File: config.mk
export PLATFORM = sky130hd
export DESIGN_NAME = fma_top
export DESIGN_NICKNAME = d
export VERILOG_FILES = /design/src/fma_pkg.sv /design/src/fma_top.sv /design/src/fma_round_pack.sv /design/src/fma_add_normalize.sv /design/src/fma_multiply_align.sv /design/src/fma_unpack.sv /design/src/booth_csa_multiplier.sv
export SDC_FILE = /design/constraint.sdc
export NUM_CORES = 2
export LEC_CHECK = 0
export BUFFER_PORTS_ARGS = -buffer_cell sky130_fd_sc_hd__buf_2
export CAP_MARGIN = 20
export CORE_MARGIN = 2
export CORE_UTILIZATION = 28
export CTS_CLUSTER_SIZE = 12
export DETAILED_ROUTE_END_ITERATION = 16
export PLACE_DENSITY_LB_ADDON = 0.12
export SLEW_MARGIN = 10
export SYNTH_ARGS = -nofsm -noshare
export SYNTH_HDL_FRONTEND = slang
export SYNTH_SLANG_ARGS = --single-unit
File: constraint.sdc
create_clock -name clk -period 34.9 [get_ports clk]
set_input_delay 1.745 -clock clk [delete_from_list [all_inputs] [get_ports clk]]
set_output_delay 1.745 -clock clk [all_outputs]
set_load 0.1 [all_outputs]
File: src/fma_pkg.sv
// binary32 FMA widths, constants, stage structs and leading-zero count
package fma_pkg;

   typedef logic [31:0] fp32_t;
   typedef logic [7:0] exp_t;
   typedef logic [23:0] mant_t;
   typedef logic [7:0] shift_t;
   typedef logic [47:0] prod_t;
   typedef logic [74:0] ext_addend_t;
   typedef logic [75:0] sum_t;
   typedef logic [37:0] norm_t;
   typedef logic [6:0] lz_t;
   typedef logic signed [8:0] sshift_t;

   // direction the addend moves relative to the product
   typedef enum logic {align_left = 1'b0, align_right = 1'b1} align_dir_e;

   // concat: addend dominates, product only adds sticky weight
   typedef enum logic {mode_concat = 1'b0, mode_add = 1'b1} add_mode_e;

   localparam int exp_bias            = 127;
   localparam int exp_min_true        = -126;
   localparam int right_far_limit     = 47;
   localparam int left_far_limit      = 28;
   localparam int norm_offset         = 29;
   localparam int round_window_offset = 8;

   typedef struct packed {
      mant_t      man_a;
      mant_t      man_b;
      mant_t      man_c;
      exp_t       current_exp;
      exp_t       exp_c;
      shift_t     shift;
      align_dir_e dir;
      logic       sign_ab;
      logic       sign_eff_c;
   } unpack_s;

   typedef struct packed {
      prod_t       product;
      ext_addend_t addend;
      add_mode_e   mode;
      align_dir_e  dir;
      exp_t        current_exp;
      exp_t        exp_c;
      logic        sign_ab;
      logic        sign_eff_c;
   } mult_s;

   typedef struct packed {
      logic [39:0] sum_lo;
      logic        carry;
      logic [7:0]  prod_hi;
      logic [35:0] addend_hi;
      add_mode_e   mode;
      align_dir_e  dir;
      exp_t        current_exp;
      exp_t        exp_c;
      logic        sign_ab;
   } add_s;

   typedef struct packed {
      norm_t      window;
      sshift_t    shift_left;
      sshift_t    real_shift;
      exp_t       current_exp;
      exp_t       exp_c;
      logic       sign;
      add_mode_e  mode;
      align_dir_e dir;
   } norm_s;

   // 38 when no bit is set
   function automatic lz_t lz_count(norm_t x);
      lz_t  n;
      logic found;
      n = lz_t'(38);
      found = 1'b0;
      for (int i = 37; i >= 0; i--) begin
         if (!found && x[i]) begin
            n = lz_t'(37 - i);
            found = 1'b1;
         end
      end
      return n;
   endfunction

endpackage
File: src/fma_top.sv
// pipelined binary32 fused multiply-add top with valid pipeline
`timescale 1ns/1ps

module fma_top import fma_pkg::*; (
   input  logic  clk,
   input  logic  rst_n,
   input  logic  in_valid,
   input  fp32_t a,
   input  fp32_t b,
   input  fp32_t c,
   output logic  out_valid,
   output fp32_t result
);

   unpack_s    unpack_q;
   mult_s      mult_q;
   norm_s      norm_q;
   logic [4:0] valid_sr;

   fma_unpack unpack_inst (
      .clk   (clk),
      .rst_n (rst_n),
      .a     (a),
      .b     (b),
      .c     (c),
      .stage (unpack_q)
   );

   fma_multiply_align mult_inst (
      .clk       (clk),
      .rst_n     (rst_n),
      .stage_in  (unpack_q),
      .stage_out (mult_q)
   );

   fma_add_normalize add_norm_inst (
      .clk       (clk),
      .rst_n     (rst_n),
      .stage_in  (mult_q),
      .stage_out (norm_q)
   );

   fma_round_pack round_inst (
      .clk      (clk),
      .rst_n    (rst_n),
      .stage_in (norm_q),
      .result   (result)
   );

   // one bit per stage register
   always_ff @(posedge clk) begin
      if (!rst_n)
         valid_sr <= '0;
      else
         valid_sr <= {valid_sr[3:0], in_valid};
   end

   assign out_valid = valid_sr[4];

endmodule

File: src/fma_round_pack.sv
// stage 5: second normalization, round to nearest even, exponent and packing
`timescale 1ns/1ps

module fma_round_pack import fma_pkg::*; (
   input  logic  clk,
   input  logic  rst_n,
   input  norm_s stage_in,
   output fp32_t result
);

   lz_t     lz;
   sshift_t lz_bound, real_shift;
   norm_t   final_window;
   mant_t   man, man_rounded;
   logic    guard, round_bit, sticky, round_up, exp_bump;
   exp_t    final_exp;
   fp32_t   result_d;

   always_comb begin
      lz = lz_count(stage_in.window);
      lz_bound = $signed({2'b0, lz}) + sshift_t'(round_window_offset);

      if (stage_in.shift_left[8])
         real_shift = '0;
      else if (lz_bound > stage_in.shift_left)
         real_shift = stage_in.shift_left;
      else
         real_shift = $signed({2'b0, lz});
      final_window = stage_in.window << real_shift;

      man = final_window[37:14];
      // product only contributes sticky weight in concat
      guard = (stage_in.mode == mode_add) ? final_window[13] : 1'b0;
      round_bit = (stage_in.mode == mode_add) ? final_window[12] : 1'b0;
      sticky = (stage_in.mode == mode_add) ? |final_window[11:0] : 1'b0;

      // ties go to the even mantissa
      round_up = guard & (round_bit | sticky | man[0]);
      {exp_bump, man_rounded} = {1'b0, man} + 25'(round_up);

      if (stage_in.mode == mode_concat && stage_in.dir == align_left)
         final_exp = stage_in.exp_c + exp_t'(exp_bump);
      else
         final_exp = stage_in.current_exp + exp_t'(norm_offset)
                     - stage_in.real_shift[7:0] - real_shift[7:0] + exp_t'(exp_bump);

      // exact cancellation gives +0
      if (man == '0 && !exp_bump)
         result_d = '0;
      else
         result_d = {stage_in.sign, final_exp, man_rounded[22:0]};
   end

   always_ff @(posedge clk) begin
      if (!rst_n)
         result <= '0;
      else
         result <= result_d;
   end

endmodule

File: src/fma_add_normalize.sv
// stages 3 and 4: split signed addition, magnitude, sign and first normalization
`timescale 1ns/1ps

module fma_add_normalize import fma_pkg::*; (
   input  logic  clk,
   input  logic  rst_n,
   input  mult_s stage_in,
   output norm_s stage_out
);

   sum_t        addend_ext;
   logic [40:0] low_sum;
   add_s        add_d, add_q;

   logic [35:0] high_sum;
   sum_t        raw_sum, mag_sum, shifted;
   logic        sum_neg;
   lz_t         lz;
   sshift_t     shift_left;
   norm_s       norm_d;

   // first half, low 40 bits with carry out
   always_comb begin
      // subtract as invert plus carry in
      addend_ext = stage_in.sign_eff_c ? {1'b1, ~stage_in.addend} : {1'b0, stage_in.addend};
      low_sum = {1'b0, stage_in.product[39:0]} + {1'b0, addend_ext[39:0]}
                + 41'(stage_in.sign_eff_c);

      add_d.sum_lo = low_sum[39:0];
      add_d.carry = low_sum[40];
      add_d.prod_hi = stage_in.product[47:40];
      add_d.addend_hi = addend_ext[75:40];
      add_d.mode = stage_in.mode;
      add_d.dir = stage_in.dir;
      add_d.current_exp = stage_in.current_exp;
      add_d.exp_c = stage_in.exp_c;
      add_d.sign_ab = stage_in.sign_ab;
   end

   always_ff @(posedge clk) begin
      if (!rst_n)
         add_q <= '0;
      else
         add_q <= add_d;
   end

   // second half
   always_comb begin
      high_sum = {28'b0, add_q.prod_hi} + add_q.addend_hi + 36'(add_q.carry);
      raw_sum = {high_sum, add_q.sum_lo};
      sum_neg = raw_sum[75];
      mag_sum = sum_neg ? (~raw_sum + 76'd1) : raw_sum;

      lz = lz_count(mag_sum[75:38]);
      // exponent if normalized fully by lz
      shift_left = $signed({1'b0, add_q.current_exp})
                   - ($signed({2'b0, lz}) - sshift_t'(norm_offset));

      norm_d.shift_left = shift_left;
      // subnormals stay subnormal
      norm_d.real_shift = !shift_left[8] ? $signed({2'b0, lz})
                                          : $signed({1'b0, add_q.current_exp});
      shifted = mag_sum << norm_d.real_shift;

      norm_d.window = shifted[75:38];
      norm_d.current_exp = add_q.current_exp;
      norm_d.exp_c = add_q.exp_c;
      norm_d.sign = add_q.sign_ab ^ sum_neg;
      norm_d.mode = add_q.mode;
      norm_d.dir = add_q.dir;
   end

   always_ff @(posedge clk) begin
      if (!rst_n)
         stage_out <= '0;
      else
         stage_out <= norm_d;
   end

endmodule

File: src/fma_multiply_align.sv
// stage 2: mantissa product and addend alignment with mode selection
`timescale 1ns/1ps

module fma_multiply_align import fma_pkg::*; (
   input  logic    clk,
   input  logic    rst_n,
   input  unpack_s stage_in,
   output mult_s   stage_out
);

   prod_t       product;
   ext_addend_t ext_c;
   mult_s       stage_d;

   booth_csa_multiplier mult_inst (
      .mcand   (stage_in.man_a),
      .mplier  (stage_in.man_b),
      .product (product)
   );

   always_comb begin
      // c lines up with product bit 46 when the exponents match
      ext_c = {28'b0, stage_in.man_c, 23'b0};

      stage_d.product = product;
      stage_d.dir = stage_in.dir;
      stage_d.current_exp = stage_in.current_exp;
      stage_d.exp_c = stage_in.exp_c;
      stage_d.sign_ab = stage_in.sign_ab;
      stage_d.sign_eff_c = stage_in.sign_eff_c;

      if (stage_in.dir == align_right) begin
         stage_d.mode = (stage_in.shift > shift_t'(right_far_limit)) ? mode_concat : mode_add;
         stage_d.addend = ext_c >> stage_in.shift;
      end else if (stage_in.shift > shift_t'(left_far_limit)) begin
         // addend far above the product, pin it at the top
         stage_d.mode = mode_concat;
         stage_d.addend = {1'b0, stage_in.man_c, 50'b0};
      end else begin
         stage_d.mode = mode_add;
         stage_d.addend = ext_c << stage_in.shift;
      end
   end

   always_ff @(posedge clk) begin
      if (!rst_n)
         stage_out <= '0;
      else
         stage_out <= stage_d;
   end

endmodule

File: src/fma_unpack.sv
// stage 1: operand unpacking, product exponent and alignment decision
`timescale 1ns/1ps

module fma_unpack import fma_pkg::*; (
   input  logic    clk,
   input  logic    rst_n,
   input  fp32_t   a,
   input  fp32_t   b,
   input  fp32_t   c,
   output unpack_s stage
);

   logic signed [9:0] true_a, true_b, true_c;
   logic signed [9:0] true_ab, prod_biased, diff, abs_diff;
   unpack_s           stage_d;

   // zero exponent behaves as the smallest normal exponent
   function automatic logic signed [9:0] true_exp(exp_t e);
      return (e == '0) ? 10'(exp_min_true) : $signed({2'b0, e}) - 10'(exp_bias);
   endfunction

   // hidden bit only for normal numbers
   function automatic mant_t split_man(fp32_t x);
      return {(x[30:23] != '0), x[22:0]};
   endfunction

   always_comb begin
      true_a = true_exp(a[30:23]);
      true_b = true_exp(b[30:23]);
      true_c = true_exp(c[30:23]);
      true_ab = true_a + true_b;
      prod_biased = true_ab + 10'(exp_bias);
      diff = true_c - true_ab;
      abs_diff = diff[9] ? -diff : diff;

      stage_d.man_a = split_man(a);
      stage_d.man_b = split_man(b);
      stage_d.man_c = split_man(c);
      stage_d.exp_c = c[30:23];
      if (true_ab == 10'(exp_min_true) || prod_biased[9])
         stage_d.current_exp = '0;
      else if (prod_biased > 10'sd255)
         stage_d.current_exp = 8'hff;
      else
         stage_d.current_exp = prod_biased[7:0];
      // saturate, anything this far is concat mode anyway
      stage_d.shift = (abs_diff > 10'sd255) ? 8'hff : abs_diff[7:0];
      stage_d.dir = diff[9] ? align_right : align_left;
      stage_d.sign_ab = a[31] ^ b[31];
      stage_d.sign_eff_c = a[31] ^ b[31] ^ c[31];
   end

   always_ff @(posedge clk) begin
      if (!rst_n)
         stage <= '0;
      else
         stage <= stage_d;
   end

endmodule

File: src/booth_csa_multiplier.sv
// radix-4 Booth partial products with carry-save reduction to a 48-bit product
`timescale 1ns/1ps

module booth_csa_multiplier import fma_pkg::*; (
   input  mant_t mcand,
   input  mant_t mplier,
   output prod_t product
);

   logic [26:0] mplier_ext;
   logic [49:0] one, two;
   logic [49:0] pp [13];
   logic [49:0] l1 [8];
   logic [49:0] l2 [4];
   logic [49:0] l3 [4];
   logic [49:0] l4 [2];
   logic [49:0] l5 [2];
   logic [49:0] last_s, last_c, full_sum;

   // 3:2 compressor over the full width
   function automatic void csa(input logic [49:0] x, input logic [49:0] y,
                               input logic [49:0] z, output logic [49:0] s,
                               output logic [49:0] c);
      s = x ^ y ^ z;
      c = ((x & y) | (y & z) | (z & x)) << 1;
   endfunction

   always_comb begin
      mplier_ext = {2'b0, mplier, 1'b0};
      one = {26'b0, mcand};
      two = {25'b0, mcand, 1'b0};

      // digit i looks at multiplier bits 2i+1 .. 2i-1
      for (int i = 0; i < 13; i++) begin
         case (mplier_ext[2*i +: 3])
            3'b001, 3'b010: pp[i] = one << (2 * i);
            3'b011:         pp[i] = two << (2 * i);
            3'b100:         pp[i] = (~two + 50'd1) << (2 * i);
            3'b101, 3'b110: pp[i] = (~one + 50'd1) << (2 * i);
            default:        pp[i] = '0;
         endcase
      end

      // level 1
      csa(pp[0], pp[1], pp[2], l1[0], l1[1]);
      csa(pp[3], pp[4], pp[5], l1[2], l1[3]);
      csa(pp[6], pp[7], pp[8], l1[4], l1[5]);
      csa(pp[9], pp[10], pp[11], l1[6], l1[7]);
      // level 2
      csa(l1[0], l1[1], l1[2], l2[0], l2[1]);
      csa(l1[3], l1[4], l1[5], l2[2], l2[3]);
      // level 3
      csa(l2[0], l2[1], l2[2], l3[0], l3[1]);
      csa(l2[3], l1[6], l1[7], l3[2], l3[3]);
      // level 4
      csa(l3[0], l3[1], l3[2], l4[0], l4[1]);
      // level 5
      csa(l4[0], l4[1], l3[3], l5[0], l5[1]);
      // top digit joins last
      csa(l5[0], l5[1], pp[12], last_s, last_c);

      full_sum = last_s + last_c;
      product = full_sum[47:0];
   end

endmodule

* Yosys cells after proc, flatten, opt, wreduce, memory -nomap -nowiden
Index checks and enable logic that the tools add are counted. Widths: inputs -> output; s select.
Cells by class: add/sub/neg operators 24, $lt $le $gt $ge 5, eq/ne operators 70, shifts and indexed selects 4, multiplexer cells 182, bitwise gates (word level) 90, reduce and logical (&&, ||, !) cells 184
Operators with widths (count):
- $pmux 48 s4 | 11
- $and 47x47->47 | 33
- $xor 48x48->48 | 22
- $or 47x47->47 | 22
- $mux 76 | 4
- $mux 7 | 37
- $mux 6 | 39
- $pmux 48 s3 | 1
- $eq 3x3->1 const B | 33
- $add 48x1->48 const B | 2
- $mux 1 | 79
- $add 76x1->76 const B | 1
- $logic_and 1x1->1 | 76
- $not 76->76 | 1
- $shl 76x8->76 | 1
- $logic_not 1->1 | 75
- $not 75->75 | 1
- $shl 47x8->75 | 1
- $shr 47x8->75 | 1
- $eq 3x2->1 const B | 22
- $add 48x48->48 | 1
- $mux 48 | 1
- $not 24->48 | 1
- $not 25->48 | 1
- 38 further kinds | 93
Storage, ports and cells: bits in registers 457, output and inout port bits 33, word-level logic and storage cells 595

* Longest topological paths before layout
depth after elaboration 126, mapped depth 48

* Cells and area by module
From an unflattened synthesis, not the netlist that was laid out.
Unflattened totals: cells, all modules 7534, area, all modules 59051.6 um2
By module, submodules not included:
- booth_csa_multiplier | instances 1, cells an instance 3278, area each 23502.5 um2, seq. area each 0.0 um2
- fma_add_normalize | instances 1, cells an instance 2125, area each 17035.1 um2, seq. area each 3563.4 um2
- fma_multiply_align | instances 1, cells an instance 766, area each 7228.2 um2, seq. area each 2862.7 um2
- fma_round_pack | instances 1, cells an instance 896, area each 6616.3 um2, seq. area each 640.6 um2
- fma_unpack | instances 1, cells an instance 459, area each 4538.1 um2, seq. area each 1981.9 um2
- fma_top | instances 1, cells an instance 10, area each 131.4 um2, seq. area each 100.1 um2

* Worst setup path after synthesis
Ideal clock, no wire load.
path type reg2reg, from register unpack_inst.stage[75] (netlist bit), to register mult_inst.stage_out[141] (netlist bit), arrival time 10.902 ns, setup slack 23.870 ns, stages on the path, launching flop included 45, buffers on the path 8, period minus slack after synthesis 11.030 ns, path through dfxtp_1 > inv_1 > buf_1 > ha_1 > clkbuf_1 > nand4_1 > or3_1 > clkbuf_1 > or3_1 > clkbuf_1 > or3_1 > clkbuf_1 > or3_1 > clkbuf_1 > or3_1 > or3_1 > clkbuf_1 > xnor2_1 > [9 not listed] > fa_1 > inv_1 > ha_1 > ha_1 > or2_2 > a21oi_1 > a211oi_1 > a211o_1 > o41a_1 > a2111oi_0 > o21bai_1 > a21o_1 > nand2_1 > a21oi_1 > o41ai_1 > o21ai_0 > xnor2_1 > nor2_1
On the way: word-level cells in the longest chain between the ends 22, elaborated cells between the ends (all ways) 95, those cells by class add/sub (3); mux (13); bitwise (79)
RTL lines:
- start, declared | RTL line fma_unpack.sv:10 | output unpack_s stage
- start signal, assigned | RTL line fma_unpack.sv:57 | stage <= stage_d;
- $not 24->48 / $not 25->48 (equally long branches)
- $add 48x1->48
- $pmux 48 s4 / $pmux 48 s3 (equally long branches) | RTL line booth_csa_multiplier.sv:35 | case (mplier_ext[2*i +: 3])
- $and 47x47->47 | RTL line booth_csa_multiplier.sv:25 | c = ((x & y) | (y & z) | (z & x)) << 1;
- $or 47x47->47 (2 in a row) | RTL line booth_csa_multiplier.sv:25
- $and 47x47->47 | RTL line booth_csa_multiplier.sv:25
- $or 47x47->47 (2 in a row) | RTL line booth_csa_multiplier.sv:25
- $and 47x47->47 | RTL line booth_csa_multiplier.sv:25
- $or 47x47->47 (2 in a row) | RTL line booth_csa_multiplier.sv:25
- $and 47x47->47 | RTL line booth_csa_multiplier.sv:25
- $or 47x47->47 (2 in a row) | RTL line booth_csa_multiplier.sv:25
- $and 47x47->47 | RTL line booth_csa_multiplier.sv:25
- $or 47x47->47 (2 in a row) | RTL line booth_csa_multiplier.sv:25
- $and 47x47->47 | RTL line booth_csa_multiplier.sv:25
- $or 47x47->47 (2 in a row) | RTL line booth_csa_multiplier.sv:25
- $add 48x48->48 (*) | RTL line booth_csa_multiplier.sv:62 | full_sum = last_s + last_c;
- end signal, assigned | RTL line fma_multiply_align.sv:49 | stage_out <= stage_d;
- end, declared | RTL line fma_multiply_align.sv:8 | output mult_s stage_out
Mark *: on every way between the ends. The rest lies on a longest branch, timed or not. A chain may end at the register's enable or synchronous reset.

* Worst setup path in the final report
Ends and elaborated chain as after synthesis.

==> results.md <==
* Status: complete, no violations
* Filler cells at 22336
* CTS resizes at 0
* Cell repeated most along the worst path: or3_1
* Slew Viols, Final at 0
* Final hold vios at 0
* GRT Max-Usage Layer: met2
* I/O pin total at 132
* Core footprint at 204000 um^2
* Clock Skew at 0.0581 ns
* Register area share after synthesis at 15.9%
* PwrDens at 112 nW/um^2
* TritonCTS clock tree: done
* Antenna viol nets, final at 0
* Met1 Resource Use GR at 35.2%
* Fmax at 0.0758 GHz
* Max_cap viols at 0
* Layout cell share with drive strength beyond 1 at 9.05%
* Syn_area_per_cell at 7.61 um^2
* First-pass GRT wire length at 398000 um
* Root buffer cell: clkbuf_16
* DR DRC count at 0
* Max IR drop VDD at 0.126 mV
* Met2 usage at 39.5%
* Clk Latency, worst-skew pair at 0.75 ns
* Drt pass-1 iters at 6
* Setup bufs post-CTS at 0
* Clock power frac at 9.4%
* Synth Register Bits at 457
* Share of the synthesized area in the top cell type at 15.9%
* CP Class: flip-flop to flip-flop
* Yosys Warn Count at 0
* Top cells by area, synth: dfxtp_1, fa_1, mux2i_1
* Worst setup SP type: flip-flop
* Critical Path Fanout Max at 21
* CP endpoint kind: flip-flop
* EDFF count, synth at 0
* Distinct cells, synth at 109
* HP Class: flip-flop to flip-flop
* Largest net degree at the start of global routing at 85
* Vias in the first global route at 55281
* Slew margin rel. at 17.5%
* Pleak at 25.3 nW
* Mapped Nets at 8240
* Net Sw Frac at 54.3%
* Mapped Cells at 7562
* Top_reg_cell synth: dfxtp_1
* Deepest clock path buffer count at 3
* Leading cell type in the layout, fill and taps excluded: nor2_1
* Met3 usage at 4.28%
* Most frequent cells in the layout: nor2_1, nand2_1, a21oi_1
* Critical path's slowest cell: or3_1
* Vias at 57034
* Setup WS post-layout at 21.71 ns
* Die Y at 457 um
* Fin crit share at 37.8%
* Rows at 166
* Sw power at 3.83 mW
* Vias/cell at 5.67
* RePlAce Congestion at 0.966
* Cts hold-fix bufs at 0
* Routed wire length at 274000 um
* Post-synth top area cell: dfxtp_1
* Pint at 3.23 mW
* Post-DP HPWL at 209000 um
* Max incr delay on CP at 0.70 ns
* All-Layer GR Usage at 25.4%
* RSZ-0062 raised after global routing: false
* Setup TNS Final at 0 ns
* Worst Path Arrival at 13.75 ns
* Minimum clock period at 13.19 ns
* GRT overflow at 0
* Min Hold Slack at 0.431 ns
* Multi-input logic area at 44300 um^2
* CTS Sinks at 457
* Synthesized area at 57500 um^2
* Input/output buffers at 131
* Final #Nets at 8003
* Initial antenna violation count at 12
* Setup-failing EPs final at 0
* Num CTS Buffers at 58
* Gate power share at 79.9%
* Area growth syn-to-layout at 9.24%
* First DRT Iteration DRCs at 6261
* Die area at 209000 um^2
* Register area at 9190 um^2
* Flop pwr share at 10.7%
* Clock transition at path regs at 0.07 ns
* Initial Utilization at 28.1%
* Placement Setup Slack at 21.98 ns
* Req. time, crit path at 35.47 ns
* WL/cell at 27.3 um
* H-tree lvl count at 2
* Die span in x at 457 um
* Post-synth ARST share at 0%
* Worst Tran Pin Value at 1.23 ns
[layout make-up]
cell class	count	area share [%]
multi-input combinational	6004	70.5
sequential	457	14.6
tap	2688	5.35
timing repair buffer	318	3.31
inverter	486	2.91
clock buffer	76	2.64
clock inverter	30	0.683
antenna	3	0.0119
[sequential cells by signal, indices dropped and copies added, names as in the netlist]
register,count
valid_sr,5
add_norm_inst.stage_out,74
add_norm_inst.add_q,104
mult_inst.stage_out,143
unpack_inst.stage,99
round_inst.result,32
[critical path, delay by kind of cell (launching register included)]
kind,cells,cell delay [ns]
adders and majority gates,8,3.72
and+or+nand+nor,11,3.82
AOI/OAI and AO/OA,12,2.99
buffers and inverters,7,1.53
xor gates and xnor gates,2,0.44
DFF,1,0.44
[layer usage]
layer | vias up | share of wire, %
met5 | - | 0.0066
met4 | 4 | 4.3
met3 | 490 | 7.5
met2 | 2559 | 44
met1 | 28021 | 44
li1 | 25960 | -
[power by group through the flow]
| stage | clock network, mW | registers, mW | logic (mW) |
|---|---|---|---|
| finish | 0.663 | 0.757 | 5.64 |
| global route | 0.707 | 0.769 | 6.22 |
| CTS | 0.688 | 0.757 | 5.65 |
| detailed placement | 0 | 0.768 | 5.61 |
| global placement | 0 | 0.768 | 5.62 |
| floorplan | 0 | 0.751 | 4.08 |
[cells in the mapped netlist (100+ instances only)]
cell,n
a21oi_1,501
a221oi_1,133
and2_1,219
clkbuf_1,459
dfxtp_1,457
fa_1,371
ha_1,208
inv_1,472
mux2i_1,336
nand2_1,778
nand3_1,139
nor2_1,832
nor3_1,123
o21ai_0,459
o22ai_1,100
xnor2_1,312
xor2_1,194
[worst paths after layout]
path                                        from                                  end  slack, ns  cells past startpoint
max             unpack_inst.stage[75]$_SDFF_PN0_  mult_inst.stage_out[141]$_SDFF_PN0_      21.71                     40
min          mult_inst.stage_out[135]$_SDFF_PN0_   add_norm_inst.add_q[55]$_SDFF_PN0_       0.43                      1
max reg2reg     unpack_inst.stage[75]$_SDFF_PN0_  mult_inst.stage_out[141]$_SDFF_PN0_      21.71                     40
min reg2reg  mult_inst.stage_out[135]$_SDFF_PN0_   add_norm_inst.add_q[55]$_SDFF_PN0_       0.43                      1
[cells by family (layout without fill, tap and decap cells)]
logic type | after synthesis | after routing | share of synthesized area (%)
buf+inv | 1101 | 910 | 7.49
mux | 453 | 453 | 9.03
compound gates | 1984 | 1984 | 22.5
xor+xnor | 506 | 506 | 7.71
fa+ha+maj | 579 | 579 | 17.4
simple gates | 2481 | 2481 | 19.9
flops | 457 | 457 | 15.9
other cells | 1 | 4 | 0.00652
[per-stage QoR]
stage / instances / total power, mW / utilization, % / instance area, um^2
2_1_floorplan: 7562 / 4.83 / - / 57500
3_3_place_gp: 9949 / 6.39 / 29.7 / 60700
3_5_place_dp: 9951 / 6.37 / 29.7 / 60700
4_1_cts: 10057 / 7.09 / 30.7 / 62800
5_1_grt: 10061 / 7.70 / 30.7 / 62800
6_report: 10062 / 7.06 / 30.7 / 62800
Power figures use the tool's default switching activity.
